$ cat src/hdl/fetch_cfg.svh
`ifndef FETCH_CFG_SVH
`define FETCH_CFG_SVH

`define FETCH_RESET_PC 32'h0000_1000
`define FETCH_NOP      32'h0000_0013   // addi x0, x0, 0

// Instruction cache of 16 lines of 128 bits
`define IC_LINES       16
`define IC_IDX_W       4
`define IC_OFF_W       4

// Branch predictor indexed by pc[5:2]
`define BP_ENTRIES     16
`define BP_IDX_W       4

`endif
$ cat src/hdl/fetch_pkg.sv
package fetch_pkg;

    // Address or instruction word
    typedef logic [31:0] word_t;

    // Cache line with word 0 in the low bits
    typedef logic [127:0] line_t;

    // Saturating counter that predicts taken from 2 up
    typedef logic [1:0] ctr_t;

    typedef enum logic [6:0] {
        OP_IMM = 7'b0010011,
        BRANCH = 7'b1100011,
        JAL    = 7'b1101111
    } opcode_e;

endpackage

$ cat src/hdl/icache_refill_if.sv
`timescale 1ns/1ps
interface icache_refill_if import fetch_pkg::*; ();

    word_t lookup_addr;
    logic  hit;
    word_t rd_word;

    logic  fill_valid;   // One-cycle write strobe
    word_t fill_addr;
    line_t fill_line;

    modport ctrl (
        output lookup_addr,
        input  hit,
        input  rd_word,
        output fill_valid,
        output fill_addr,
        output fill_line
    );

    modport cache (
        input  lookup_addr,
        output hit,
        output rd_word,
        input  fill_valid,
        input  fill_addr,
        input  fill_line
    );

endinterface

$ cat src/hdl/fetch_stage.sv
`timescale 1ns/1ps
`include "fetch_cfg.svh"
module fetch_stage import fetch_pkg::*; (
    input  logic  clk_i,
    input  logic  rst_n_i,
    input  logic  stall_i,

    output word_t pc_o,
    output word_t instr_o,
    output logic  pred_taken_o,

    output logic  mem_req_o,
    output word_t mem_addr_o,
    input  logic  mem_ready_i,
    input  logic  mem_valid_i,
    input  line_t mem_block_i,

    input  logic  upd_valid_i,
    input  logic  upd_taken_i,
    input  word_t upd_pc_i,
    input  word_t upd_target_i,

    input  logic  mispredict_i,
    input  logic  jal_valid_i,
    input  word_t jal_target_i
);

    word_t fetch_pc;
    word_t fetch_word;
    logic  fetch_hit;
    logic  pred_taken;
    word_t pred_target;
    logic  redirect;

    word_t pc_q;
    word_t instr_q;
    logic  pred_taken_q;

    icache_refill_if rf_if ();

    assign redirect = mispredict_i || jal_valid_i;

    pc_gen u_pc_gen (
        .clk_i             (clk_i),
        .rst_n_i           (rst_n_i),
        .stall_i           (stall_i),
        .hit_i             (fetch_hit),
        .mispredict_i      (mispredict_i),
        .redirect_target_i (upd_target_i),   // Correct next PC on a mispredict
        .jal_valid_i       (jal_valid_i),
        .jal_target_i      (jal_target_i),
        .pred_taken_i      (pred_taken),
        .pred_target_i     (pred_target),
        .pc_o              (fetch_pc)
    );

    branch_predictor u_branch_predictor (
        .clk_i         (clk_i),
        .rst_n_i       (rst_n_i),
        .pc_i          (fetch_pc),
        .instr_i       (fetch_word),
        .hit_i         (fetch_hit),
        .upd_valid_i   (upd_valid_i),
        .upd_taken_i   (upd_taken_i),
        .upd_pc_i      (upd_pc_i),
        .upd_target_i  (upd_target_i),
        .pred_taken_o  (pred_taken),
        .pred_target_o (pred_target)
    );

    icache_ctrl u_icache_ctrl (
        .clk_i       (clk_i),
        .rst_n_i     (rst_n_i),
        .pc_i        (fetch_pc),
        .rf          (rf_if.ctrl),
        .hit_o       (fetch_hit),
        .instr_o     (fetch_word),
        .mem_ready_i (mem_ready_i),
        .mem_req_o   (mem_req_o),
        .mem_addr_o  (mem_addr_o),
        .mem_valid_i (mem_valid_i),
        .mem_block_i (mem_block_i)
    );

    icache u_icache (
        .clk_i   (clk_i),
        .rst_n_i (rst_n_i),
        .rf      (rf_if.cache)
    );

    // Output register to decode
    always_ff @(posedge clk_i or negedge rst_n_i) begin
        if (!rst_n_i) begin
            pc_q         <= `FETCH_RESET_PC;
            instr_q      <= `FETCH_NOP;
            pred_taken_q <= 1'b0;
        end else if (redirect) begin
            instr_q      <= `FETCH_NOP;   // pc_q keeps its value
            pred_taken_q <= 1'b0;
        end else if (!stall_i) begin
            if (fetch_hit) begin
                pc_q         <= fetch_pc;
                instr_q      <= fetch_word;
                pred_taken_q <= pred_taken;
            end else begin
                instr_q      <= `FETCH_NOP;   // Bubble on a miss
                pred_taken_q <= 1'b0;
            end
        end
    end

    assign pc_o         = pc_q;
    assign instr_o      = instr_q;
    assign pred_taken_o = pred_taken_q;

endmodule

$ cat src/hdl/icache_ctrl.sv
`timescale 1ns/1ps
`include "fetch_cfg.svh"
module icache_ctrl import fetch_pkg::*; (
    input  logic           clk_i,
    input  logic           rst_n_i,
    input  word_t          pc_i,
    icache_refill_if.ctrl  rf,
    output logic           hit_o,
    output word_t          instr_o,
    input  logic           mem_ready_i,
    output logic           mem_req_o,
    output word_t          mem_addr_o,
    input  logic           mem_valid_i,
    input  line_t          mem_block_i
);

    typedef enum logic [1:0] {
        IDLE,
        REQ,
        WAIT
    } state_e;

    state_e state_q;
    state_e state_d;
    word_t  miss_addr_q;   // Line-aligned address of the refill

    assign rf.lookup_addr = pc_i;

    // No hits reported while a refill is in flight
    assign hit_o   = rf.hit && (state_q == IDLE);
    assign instr_o = rf.rd_word;

    assign mem_req_o  = (state_q == REQ) && mem_ready_i;
    assign mem_addr_o = miss_addr_q;

    assign rf.fill_valid = (state_q == WAIT) && mem_valid_i;
    assign rf.fill_addr  = miss_addr_q;
    assign rf.fill_line  = mem_block_i;

    always_comb begin
        state_d = state_q;
        case (state_q)
            IDLE: if (!rf.hit) state_d = REQ;
            REQ:  if (mem_ready_i) state_d = WAIT;
            WAIT: if (mem_valid_i) state_d = IDLE;
            default: state_d = IDLE;
        endcase
    end

    always_ff @(posedge clk_i or negedge rst_n_i) begin
        if (!rst_n_i) begin
            state_q <= IDLE;
        end else begin
            state_q <= state_d;
        end
    end

    // Latched on the miss so a redirect cannot move the refill
    always_ff @(posedge clk_i) begin
        if (state_q == IDLE && !rf.hit) begin
            miss_addr_q <= {pc_i[31:`IC_OFF_W], {`IC_OFF_W{1'b0}}};
        end
    end

endmodule

$ cat src/hdl/icache.sv
`timescale 1ns/1ps
`include "fetch_cfg.svh"
module icache import fetch_pkg::*; (
    input  logic            clk_i,
    input  logic            rst_n_i,
    icache_refill_if.cache  rf
);

    localparam int IDX_W = `IC_IDX_W;
    localparam int OFF_W = `IC_OFF_W;
    localparam int TAG_W = 32 - IDX_W - OFF_W;

    logic             valid_q [`IC_LINES];
    logic [TAG_W-1:0] tag_q   [`IC_LINES];
    line_t            data_q  [`IC_LINES];

    logic [IDX_W-1:0] rd_idx;
    logic [TAG_W-1:0] rd_tag;
    logic [1:0]       rd_sel;
    logic [IDX_W-1:0] wr_idx;
    line_t            rd_line;

    assign rd_idx = rf.lookup_addr[OFF_W+IDX_W-1:OFF_W];
    assign rd_tag = rf.lookup_addr[31:OFF_W+IDX_W];
    assign rd_sel = rf.lookup_addr[3:2];
    assign wr_idx = rf.fill_addr[OFF_W+IDX_W-1:OFF_W];

    // Combinational lookup
    assign rd_line    = data_q[rd_idx];
    assign rf.hit     = valid_q[rd_idx] && (tag_q[rd_idx] == rd_tag);
    assign rf.rd_word = rd_line[32*rd_sel +: 32];

    always_ff @(posedge clk_i or negedge rst_n_i) begin
        if (!rst_n_i) begin
            for (int i = 0; i < `IC_LINES; i++) begin
                valid_q[i] <= 1'b0;
            end
        end else if (rf.fill_valid) begin
            valid_q[wr_idx] <= 1'b1;
        end
    end

    always_ff @(posedge clk_i) begin
        if (rf.fill_valid) begin
            tag_q[wr_idx]  <= rf.fill_addr[31:OFF_W+IDX_W];
            data_q[wr_idx] <= rf.fill_line;
        end
    end

endmodule

$ cat src/hdl/branch_predictor.sv
`timescale 1ns/1ps
`include "fetch_cfg.svh"
module branch_predictor import fetch_pkg::*; (
    input  logic  clk_i,
    input  logic  rst_n_i,
    input  word_t pc_i,
    input  word_t instr_i,
    input  logic  hit_i,
    input  logic  upd_valid_i,
    input  logic  upd_taken_i,
    input  word_t upd_pc_i,
    input  word_t upd_target_i,
    output logic  pred_taken_o,
    output word_t pred_target_o
);

    localparam int IDX_W = `BP_IDX_W;
    localparam int TAG_W = 30 - IDX_W;   // Upper PC bits above the index

    ctr_t             ctr_q        [`BP_ENTRIES];
    logic             btb_valid_q  [`BP_ENTRIES];
    logic [TAG_W-1:0] btb_tag_q    [`BP_ENTRIES];
    word_t            btb_target_q [`BP_ENTRIES];

    logic [IDX_W-1:0] rd_idx;
    logic [IDX_W-1:0] upd_idx;
    logic             is_branch;
    logic             btb_match;

    assign rd_idx  = pc_i[IDX_W+1:2];
    assign upd_idx = upd_pc_i[IDX_W+1:2];

    // Pre-decode
    assign is_branch = (opcode_e'(instr_i[6:0]) == BRANCH);
    assign btb_match = btb_valid_q[rd_idx] && (btb_tag_q[rd_idx] == pc_i[31:IDX_W+2]);

    assign pred_taken_o  = is_branch && hit_i && ctr_q[rd_idx][1] && btb_match;
    assign pred_target_o = btb_target_q[rd_idx];

    always_ff @(posedge clk_i or negedge rst_n_i) begin
        if (!rst_n_i) begin
            for (int i = 0; i < `BP_ENTRIES; i++) begin
                ctr_q[i]       <= 2'b01;   // Weakly not taken
                btb_valid_q[i] <= 1'b0;
            end
        end else if (upd_valid_i) begin
            if (upd_taken_i) begin
                btb_valid_q[upd_idx] <= 1'b1;
                if (ctr_q[upd_idx] != 2'b11) begin
                    ctr_q[upd_idx] <= ctr_q[upd_idx] + 2'd1;
                end
            end else if (ctr_q[upd_idx] != 2'b00) begin
                ctr_q[upd_idx] <= ctr_q[upd_idx] - 2'd1;
            end
        end
    end

    // Target and tag written on taken updates only
    always_ff @(posedge clk_i) begin
        if (upd_valid_i && upd_taken_i) begin
            btb_tag_q[upd_idx]    <= upd_pc_i[31:IDX_W+2];
            btb_target_q[upd_idx] <= upd_target_i;
        end
    end

endmodule

$ cat src/hdl/pc_gen.sv
`timescale 1ns/1ps
`include "fetch_cfg.svh"
module pc_gen import fetch_pkg::*; (
    input  logic  clk_i,
    input  logic  rst_n_i,
    input  logic  stall_i,
    input  logic  hit_i,
    input  logic  mispredict_i,
    input  word_t redirect_target_i,
    input  logic  jal_valid_i,
    input  word_t jal_target_i,
    input  logic  pred_taken_i,
    input  word_t pred_target_i,
    output word_t pc_o
);

    word_t pc_q;
    word_t pc_d;
    word_t pc_plus4;

    assign pc_plus4 = pc_q + 32'd4;

    // Redirects beat stall, stall and miss beat prediction
    always_comb begin
        if (mispredict_i) begin
            pc_d = redirect_target_i;
        end else if (jal_valid_i) begin
            pc_d = jal_target_i;
        end else if (stall_i || !hit_i) begin
            pc_d = pc_q;
        end else if (pred_taken_i) begin
            pc_d = pred_target_i;
        end else begin
            pc_d = pc_plus4;
        end
    end

    always_ff @(posedge clk_i or negedge rst_n_i) begin
        if (!rst_n_i) begin
            pc_q <= `FETCH_RESET_PC;
        end else begin
            pc_q <= pc_d;
        end
    end

    assign pc_o = pc_q;

endmodule

$ cat config.mk
export PLATFORM = sky130hd
export DESIGN_NAME = fetch_stage
export DESIGN_NICKNAME = d
export VERILOG_FILES = /design/src/hdl/fetch_pkg.sv /design/src/hdl/icache_refill_if.sv /design/src/hdl/fetch_stage.sv /design/src/hdl/icache_ctrl.sv /design/src/hdl/icache.sv /design/src/hdl/branch_predictor.sv /design/src/hdl/pc_gen.sv
export VERILOG_INCLUDE_DIRS = /design/src /design/src/hdl
export SDC_FILE = /design/constraint.sdc
export NUM_CORES = 2
export LEC_CHECK = 0
export BUFFER_PORTS_ARGS = -buffer_cell sky130_fd_sc_hd__buf_2
export CORE_UTILIZATION = 41
export CTS_BUF_LIST = sky130_fd_sc_hd__clkbuf_2
export DETAILED_ROUTE_END_ITERATION = 8
export HOLD_SLACK_MARGIN = 0.06
export MAX_ROUTING_LAYER = met4
export SLEW_MARGIN = 20
export SYNTH_ARGS = -nofsm -noshare
export SYNTH_HDL_FRONTEND = slang
export SYNTH_SLANG_ARGS = --single-unit
$ cat constraint.sdc
create_clock -name clk_i -period 11.4 [get_ports clk_i]
set_input_delay 1.71 -clock clk_i [delete_from_list [all_inputs] [get_ports clk_i]]
set_output_delay 1.71 -clock clk_i [all_outputs]
set_load 0.01 [all_outputs]
=== Yosys cells after proc, flatten, opt, wreduce, memory -nomap -nowiden ===
Memory sizes are Yosys's and may differ from the RTL's.
Cells that the tools add are included.
Widths: inputs -> output; s select.

* Register bits after elaboration: 191
* Memory bits (writable): 3360
* Word-level logic and storage cells: 152
* Memories: 4

{| class="wikitable"
|+ Memory list
! name !! depth !! width !! rd ports !! clocked after Yosys merged registers in !! wr ports !! line !! source
|-
| u_icache.data_q || 16 || 128 || 1 || 0 || 1 || icache.sv:15 || <nowiki>line_t data_q [`IC_LINES];</nowiki>
|-
| u_branch_predictor.btb_target_q || 16 || 32 || 1 || 0 || 1 || branch_predictor.sv:23 || <nowiki>word_t btb_target_q [`BP_ENTRIES];</nowiki>
|-
| u_branch_predictor.btb_tag_q || 16 || 26 || 1 || 0 || 1 || branch_predictor.sv:22 || <nowiki>logic [TAG_W-1:0] btb_tag_q [`BP_ENTRIES];</nowiki>
|-
| u_icache.tag_q || 16 || 24 || 1 || 0 || 1 || icache.sv:14 || <nowiki>logic [TAG_W-1:0] tag_q [`IC_LINES];</nowiki>
|}

* Add/sub/neg operators: 3
* Order comparisons: 6
* Equal/unequal tests: 12
* Shift-type cells: 1
* Muxes and demuxes: 41
* Bitwise logic cells: 8
* Reduce and logical (&&, ||, !) cells: 23

{| class="wikitable"
|+ Operators by type and width
! operator !! count
|-
| $mux 32 || 10
|-
| $shiftx 128x8->32 || 1
|-
| $bwmux 32 || 2
|-
| $add 32x3->32 const B || 1
|-
| $or 16x16->16 || 2
|-
| $eq 26x26->1 || 1
|-
| $eq 24x24->1 || 1
|-
| $ge 5x5->1 const B || 4
|-
| $not 4->5 || 4
|-
| $bmux 2 s4 || 2
|-
| $mux 2 || 8
|-
| $mux 1 || 13
|-
| $logic_and 1x1->1 || 12
|-
| $lt 5x1->1 const B || 2
|-
| $reduce_and 3->1 || 3
|-
| $bmux 1 s4 || 2
|-
| $demux 1 s4 || 2
|-
| $demux 2 s4 || 1
|-
| $ne 2x2->1 const B || 4
|-
| $eq 7x7->1 const B || 1
|-
| $pmux 2 s3 || 1
|-
| $ne 2x1->1 const B || 2
|-
| $reduce_bool 2->1 || 2
|-
| $ne 3x3->1 const B || 1
|-
| 9 further kinds || 12
|}

=== Logic depth before layout (Yosys ltp) ===
* Depth after elaboration: 13
* Mapped depth: 19
* Gate-level depth less buffers: 12

=== By module ===
Synthesis repeated with hierarchy kept, for this count alone.

* Cells, all modules: 6181
* Area total of the unflattened synthesis: 139251.1 µm²

{| class="wikitable"
|+ By module, submodules not included
! module !! times used !! cells each !! area an instance (µm²) !! sequential area each (µm²)
|-
| icache || 1 || 3640 || 93307.0 || 73430.4
|-
| branch_predictor || 1 || 1703 || 37956.4 || 29087.9
|-
| pc_gen || 1 || 354 || 2686.3 || 802.0
|-
| icache_ctrl || 1 || 269 || 2660.1 || 890.9
|-
| fetch_stage || 1 || 215 || 2641.3 || 1631.6
|}

=== Worst setup path before layout ===
OpenSTA, ideal clock, no wires.

* Kind: input port to flip-flop
* From: input mem_valid_i
* To: register u_icache.valid_q[15] (netlist bit)
* Library setup time: 0.131 ns
* Arrival time: 13.354 ns
* Required time: 11.269 ns
* Path slack: -2.085 ns
* Cell stages on the path: 4
* Path buffers: 0
* Path through: nand2_1 or3_1 nor3_1 or2_2

* Longest elaborated chain between the ends: 1

{| class="wikitable"
|+ Ends and longest elaborated chain
! item !! line !! source
|-
| start: declaration || fetch_stage.sv:15 || <nowiki>input logic mem_valid_i,</nowiki>
|-
| $logic_and 1x1->1 || icache_ctrl.sv:36 || <nowiki>assign rf.fill_valid = (state_q == WAIT) && mem_valid_i;</nowiki>
|-
| end signal: indexed assignment || icache.sv:36 || <nowiki>valid_q[i] <= 1'b0;</nowiki>
|-
| end signal: indexed assignment || icache.sv:39 || <nowiki>valid_q[wr_idx] <= 1'b1;</nowiki>
|-
| end: declaration || icache.sv:13 || <nowiki>logic valid_q [`IC_LINES];</nowiki>
|}

No other way between the ends.
A chain may end at the register's enable or synchronous reset.

=== Final worst setup path ===
* From: register u_pc_gen.pc_q[4] (netlist: u_pc_gen.pc_o[4])
* To: register u_pc_gen.pc_q[27] (netlist: u_pc_gen.pc_o[27])

* Longest elaborated chain between the ends: 13
* Elaborated cells between the ends (all ways): 33
* Classes of those cells: 1 x add/sub; 4 x eq/ne; 1 x shift; 13 x mux; 2 x bitwise; 8 x reduce/logical; 4 x memory

{| class="wikitable"
|+ Ends and longest elaborated chain
! item !! line !! source
|-
| start: declaration || pc_gen.sv:17 || <nowiki>word_t pc_q;</nowiki>
|-
| start signal: assignment || pc_gen.sv:40 || <nowiki>pc_q <= `FETCH_RESET_PC;</nowiki>
|-
| start signal: assignment || pc_gen.sv:42 || <nowiki>pc_q <= pc_d;</nowiki>
|-
| parallel branches: the longest is 13 deep, another holds $mem_v2 16x128 || n/a ||
|}

Several ways; the timed one is not identified. The select of a mux whose other input is x is not followed.

==> out/qor.csv <==
stage,metric,value,unit
worst_setup_path,crit_path_cell_trace,"buf_4, mux4_2, mux4_2, xor2_1, nor2_1, o2111a_1, nand4_1, nor4_2, buf_4, nand2b_1, o22ai_1, o21bai_1, dlygate4sd3_1, a21oi_1",
worst_setup_path,reg2reg_from,u_pc_gen.pc_o[4],
place,gp_congestion,0.8899,
clocking,cts_buffers,856,
clocking,cts_buffer_depth,4,
clocking,worstSkewPairLatency,2200,ps
global_route,grt_usage,0.2285,
worst_setup_path,max_stage_delay,1020,ps
pwr,peakVddDrop,0.00009439,V
place,dp_hpwl,203.7,mm
sta,setup_tns,0,ps
sta,hold_viol_final,0,
global_route,antenna_found_initial,67,
place,port_buffers,324,
yosys,netlist_area,138000,sq um
sta,tightest_slew,1150,ps
routing,num_vias,72150,
global_route,grt_overflow,0,
global_route,grt_pass1_vias,74160,
yosys,synth_seq_cells,3551,
clocking,cts.sinks,3551,
yosys,ys_async_sr_fraction,0.04590,
yosys,synth_edf_count,3388,
floorplan,dieArea,338800,sq um
sta,fin_crit_sh,0.6083,
layout,nFillCells,28320,
routing,routedWlPerCell,30.29,um
routing,drc_errors,0,
worst_setup_path,crit_family,simple AND/OR/NAND/NOR gates,
layout,fin_nets,7650,
layout,drive_above_1_share,0.3683,
sta,fin_ws,4465,ps
worst_hold_path,min-delay-start,jal_target_i[17],
worst_setup_path,start_kind,flop,
clocking,clkSlewWorstSetupHoldPaths,110,ps
sta,setup_violations,0,
clocking,cts_tree,done,
worst_setup_path,critical_path_arrival,9020,ps
worst_setup_path,path_max_fanout,42,
routing,viasPerCell,5.760,
clocking,clockRootBuffer,clkbuf_2,
status,status,finished clean,
yosys,synth_seq_area_share,0.7671,
sta,slew_headroom,0.2313,
routing,first_iter_violations,7598,
sta,rsz0062_at_grt,no,
floorplan,io-pin-count,331,
worst_setup_path,crit_type,reg2reg,
floorplan,die_y,582.1,um
sta,fin_crit,6935,ps
worst_setup_path,cpMaxStageDelayCell,dfrtp_4,
floorplan,num_rows,212,
worst_setup_path,critPathBufInv,3,
clocking,cts.htree.levels,6,
worst_setup_path,crit_path_start,u_pc_gen.pc_o[4],
sta,whs,314.6,ps
pwr,power_density,169.9,nW/um^2
pwr,p_leak,51.34,nW
routing,drtPass1Iterations,9,
routing,drtAntennaViolNets,0,
sta,slew_viol_final,0,
sta,max_freq,144.2,MHz
pwr,power.total,0.02642,W
yosys,synthFlopType,edfxtp_1,
sta,skew,200.2,ps
floorplan,core-area,334200,sq um
yosys,synth_area_per_cell,22.35,sq um
routing,drt_wl_total,379.4,mm
worst_setup_path,end_kind,flop,
yosys,yosysUniqueCellTypes,86,
flow_run,cap_violations,0,
layout,area_growth,12.69,%
yosys,synth_warnings,0,
floorplan,dieWidth,582.1,um
floorplan,start_util,0.4128,
place,pre_cts_ws,4692,ps
global_route,grt_pass1_wl,538.9,mm
worst_hold_path,hp-class,in2reg,
yosys,synthCells,6174,
global_route,grt_max_degree,126,
worst_setup_path,critPathRequiredTime,13490,ps
metrics by stage:
stage / instances / area (sq um) / utilization
6_report: 12530 / 155500 / 0.4652
5_1_grt: 12510 / 155400 / 0.4651
4_1_cts: 12470 / 155300 / 0.4647
3_5_place_dp: 10700 / 145000 / 0.4339
3_3_place_gp: 10700 / 145000 / 0.4339
2_1_floorplan: 6177 / 138000 / -
cell usage after synthesis, types with 11 or more instances:
master / instances / area, sq um
xor2_1: 11 / 96.34
a22oi_1: 38 / 285.3
o211ai_1: 12 / 90.09
nor4_1: 13 / 81.33
a221oi_1: 14 / 122.6
nand2_1: 188 / 705.7
dfstp_2: 21 / 551.8
and3_1: 25 / 156.4
a31oi_1: 12 / 75.07
nand4_1: 32 / 200.2
or2_2: 37 / 231.5
mux4_2: 959 / 21600
nor2_1: 89 / 334.1
nor3_1: 50 / 250.2
o22ai_1: 38 / 237.7
inv_1: 33 / 123.9
clkbuf_1: 152 / 570.6
or3_1: 13 / 81.33
o21ai_0: 101 / 505.5
nor2b_1: 23 / 143.9
nand3_1: 51 / 255.2
edfxtp_1: 3388 / 101700
mux2i_1: 142 / 1421
nand2b_1: 16 / 100.1
a211oi_1: 12 / 90.09
mux2_2: 70 / 788.3
o31ai_1: 11 / 82.58
xnor2_1: 34 / 297.8
dfrtp_1: 142 / 3553
buf_1: 48 / 180.2
a22o_1: 39 / 341.6
buf_4: 41 / 307.8
buf_2: 75 / 375.4
buf_6: 24 / 270.3
a21oi_1: 61 / 305.3
layer usage:
metal,GRT usage,part of all wire,vias to the layer above
li1,-,-,29330
met1,0.3047,0.41,38700
met2,0.3522,0.48,3464
met3,0.04690,0.082,651
met4,0.07690,0.031,0
met5,-,0,-
flip-flops by register name, summed over array words and instances (netlist names), 2 cells and up, named ones only:
name and cells:
u_branch_predictor.ctr_q 16, u_branch_predictor.btb_valid_q 16, u_branch_predictor.btb_tag_q 416, u_icache_ctrl.state_q 2, instr_o 32, pc_o 32, u_branch_predictor.btb_target_q 512, u_pc_gen.pc_o 32
u_icache.valid_q 16, u_icache.tag_q 384, u_icache_ctrl.mem_addr_o 28, u_icache.data_q 2048
final timing paths:
path                                             to  slack, ps  cells past startpoint
max in group asynchronous               instr_o[26]       8690                      5
worst max register to register    u_pc_gen.pc_o[27]       4470                     14
worst max-delay path              u_pc_gen.pc_o[27]       4470                     14
min in group asynchronous                  pc_o[12]        720                      3
worst min-delay path              u_pc_gen.pc_o[17]        310                      5
worst min register to register  u_icache.valid_q[5]        470                      1
cell usage in the layout, fill, tap and decap left out, types with 39 or more instances in the layout:
cell           count
nand3_1           51
clkbuf_2        1268
dlygate4sd3_1    242
buf_2            323
a22o_1            39
o21ai_0          100
buf_4            141
nor3_1            42
mux2_2            70
nor2_1            64
dfrtp_1          136
edfxtp_1        3388
clkinv_1         183
diode_2           60
mux2i_1          142
mux4_2           959
nand2_1          187
a21oi_1           61
where the power goes:
group	leakage, nW	switching (W)	internal, W
combinational	12.8	0.00174	0.00126
clock	5.98	0.00511	0.00325
sequential	32.5	0.000305	0.0147
what timing repair did:
item                                    CTS  global route
hold buffers                            243             0
endpoints found under the hold margin  3119             0
gates resized for setup                   0             0
setup buffers                             0             0
logic make-up (layout without fill, tap and decap cells):
kind of cell | Yosys count | after routing | synth area share
adder cells (fa/ha/maj) | 3 | 3 | 0.0002721
XOR/XNOR | 45 | 45 | 0.002857
flip-flops | 3551 | 3551 | 0.7671
other | 1 | 64 | 0.00002718
AO/OA/AOI/OAI | 429 | 429 | 0.02134
buffers and inverters | 383 | 2286 | 0.01371
AND/OR/NAND/NOR | 586 | 586 | 0.02116
multiplexers | 1176 | 1176 | 0.1735
area by class of cell:
class	instances	area (sq um)	share of cell area
multi-input cells	2243	30540	0.1964
diodes	60	150.1	0.0009656
clock inverters	256	1496	0.009624
inverters	38	155.1	0.0009978
well taps	4387	5489	0.03530
flip-flops and latches	3551	105900	0.6808
clock buffers	1268	6346	0.04081
repair buffers	724	5451	0.03506
tightest hold or removal path: cells and delay by family:
family	cells	cell delay [ps]
buf+inv	2	160
compound gates	3	570
(Power assumes the default switching activity.)
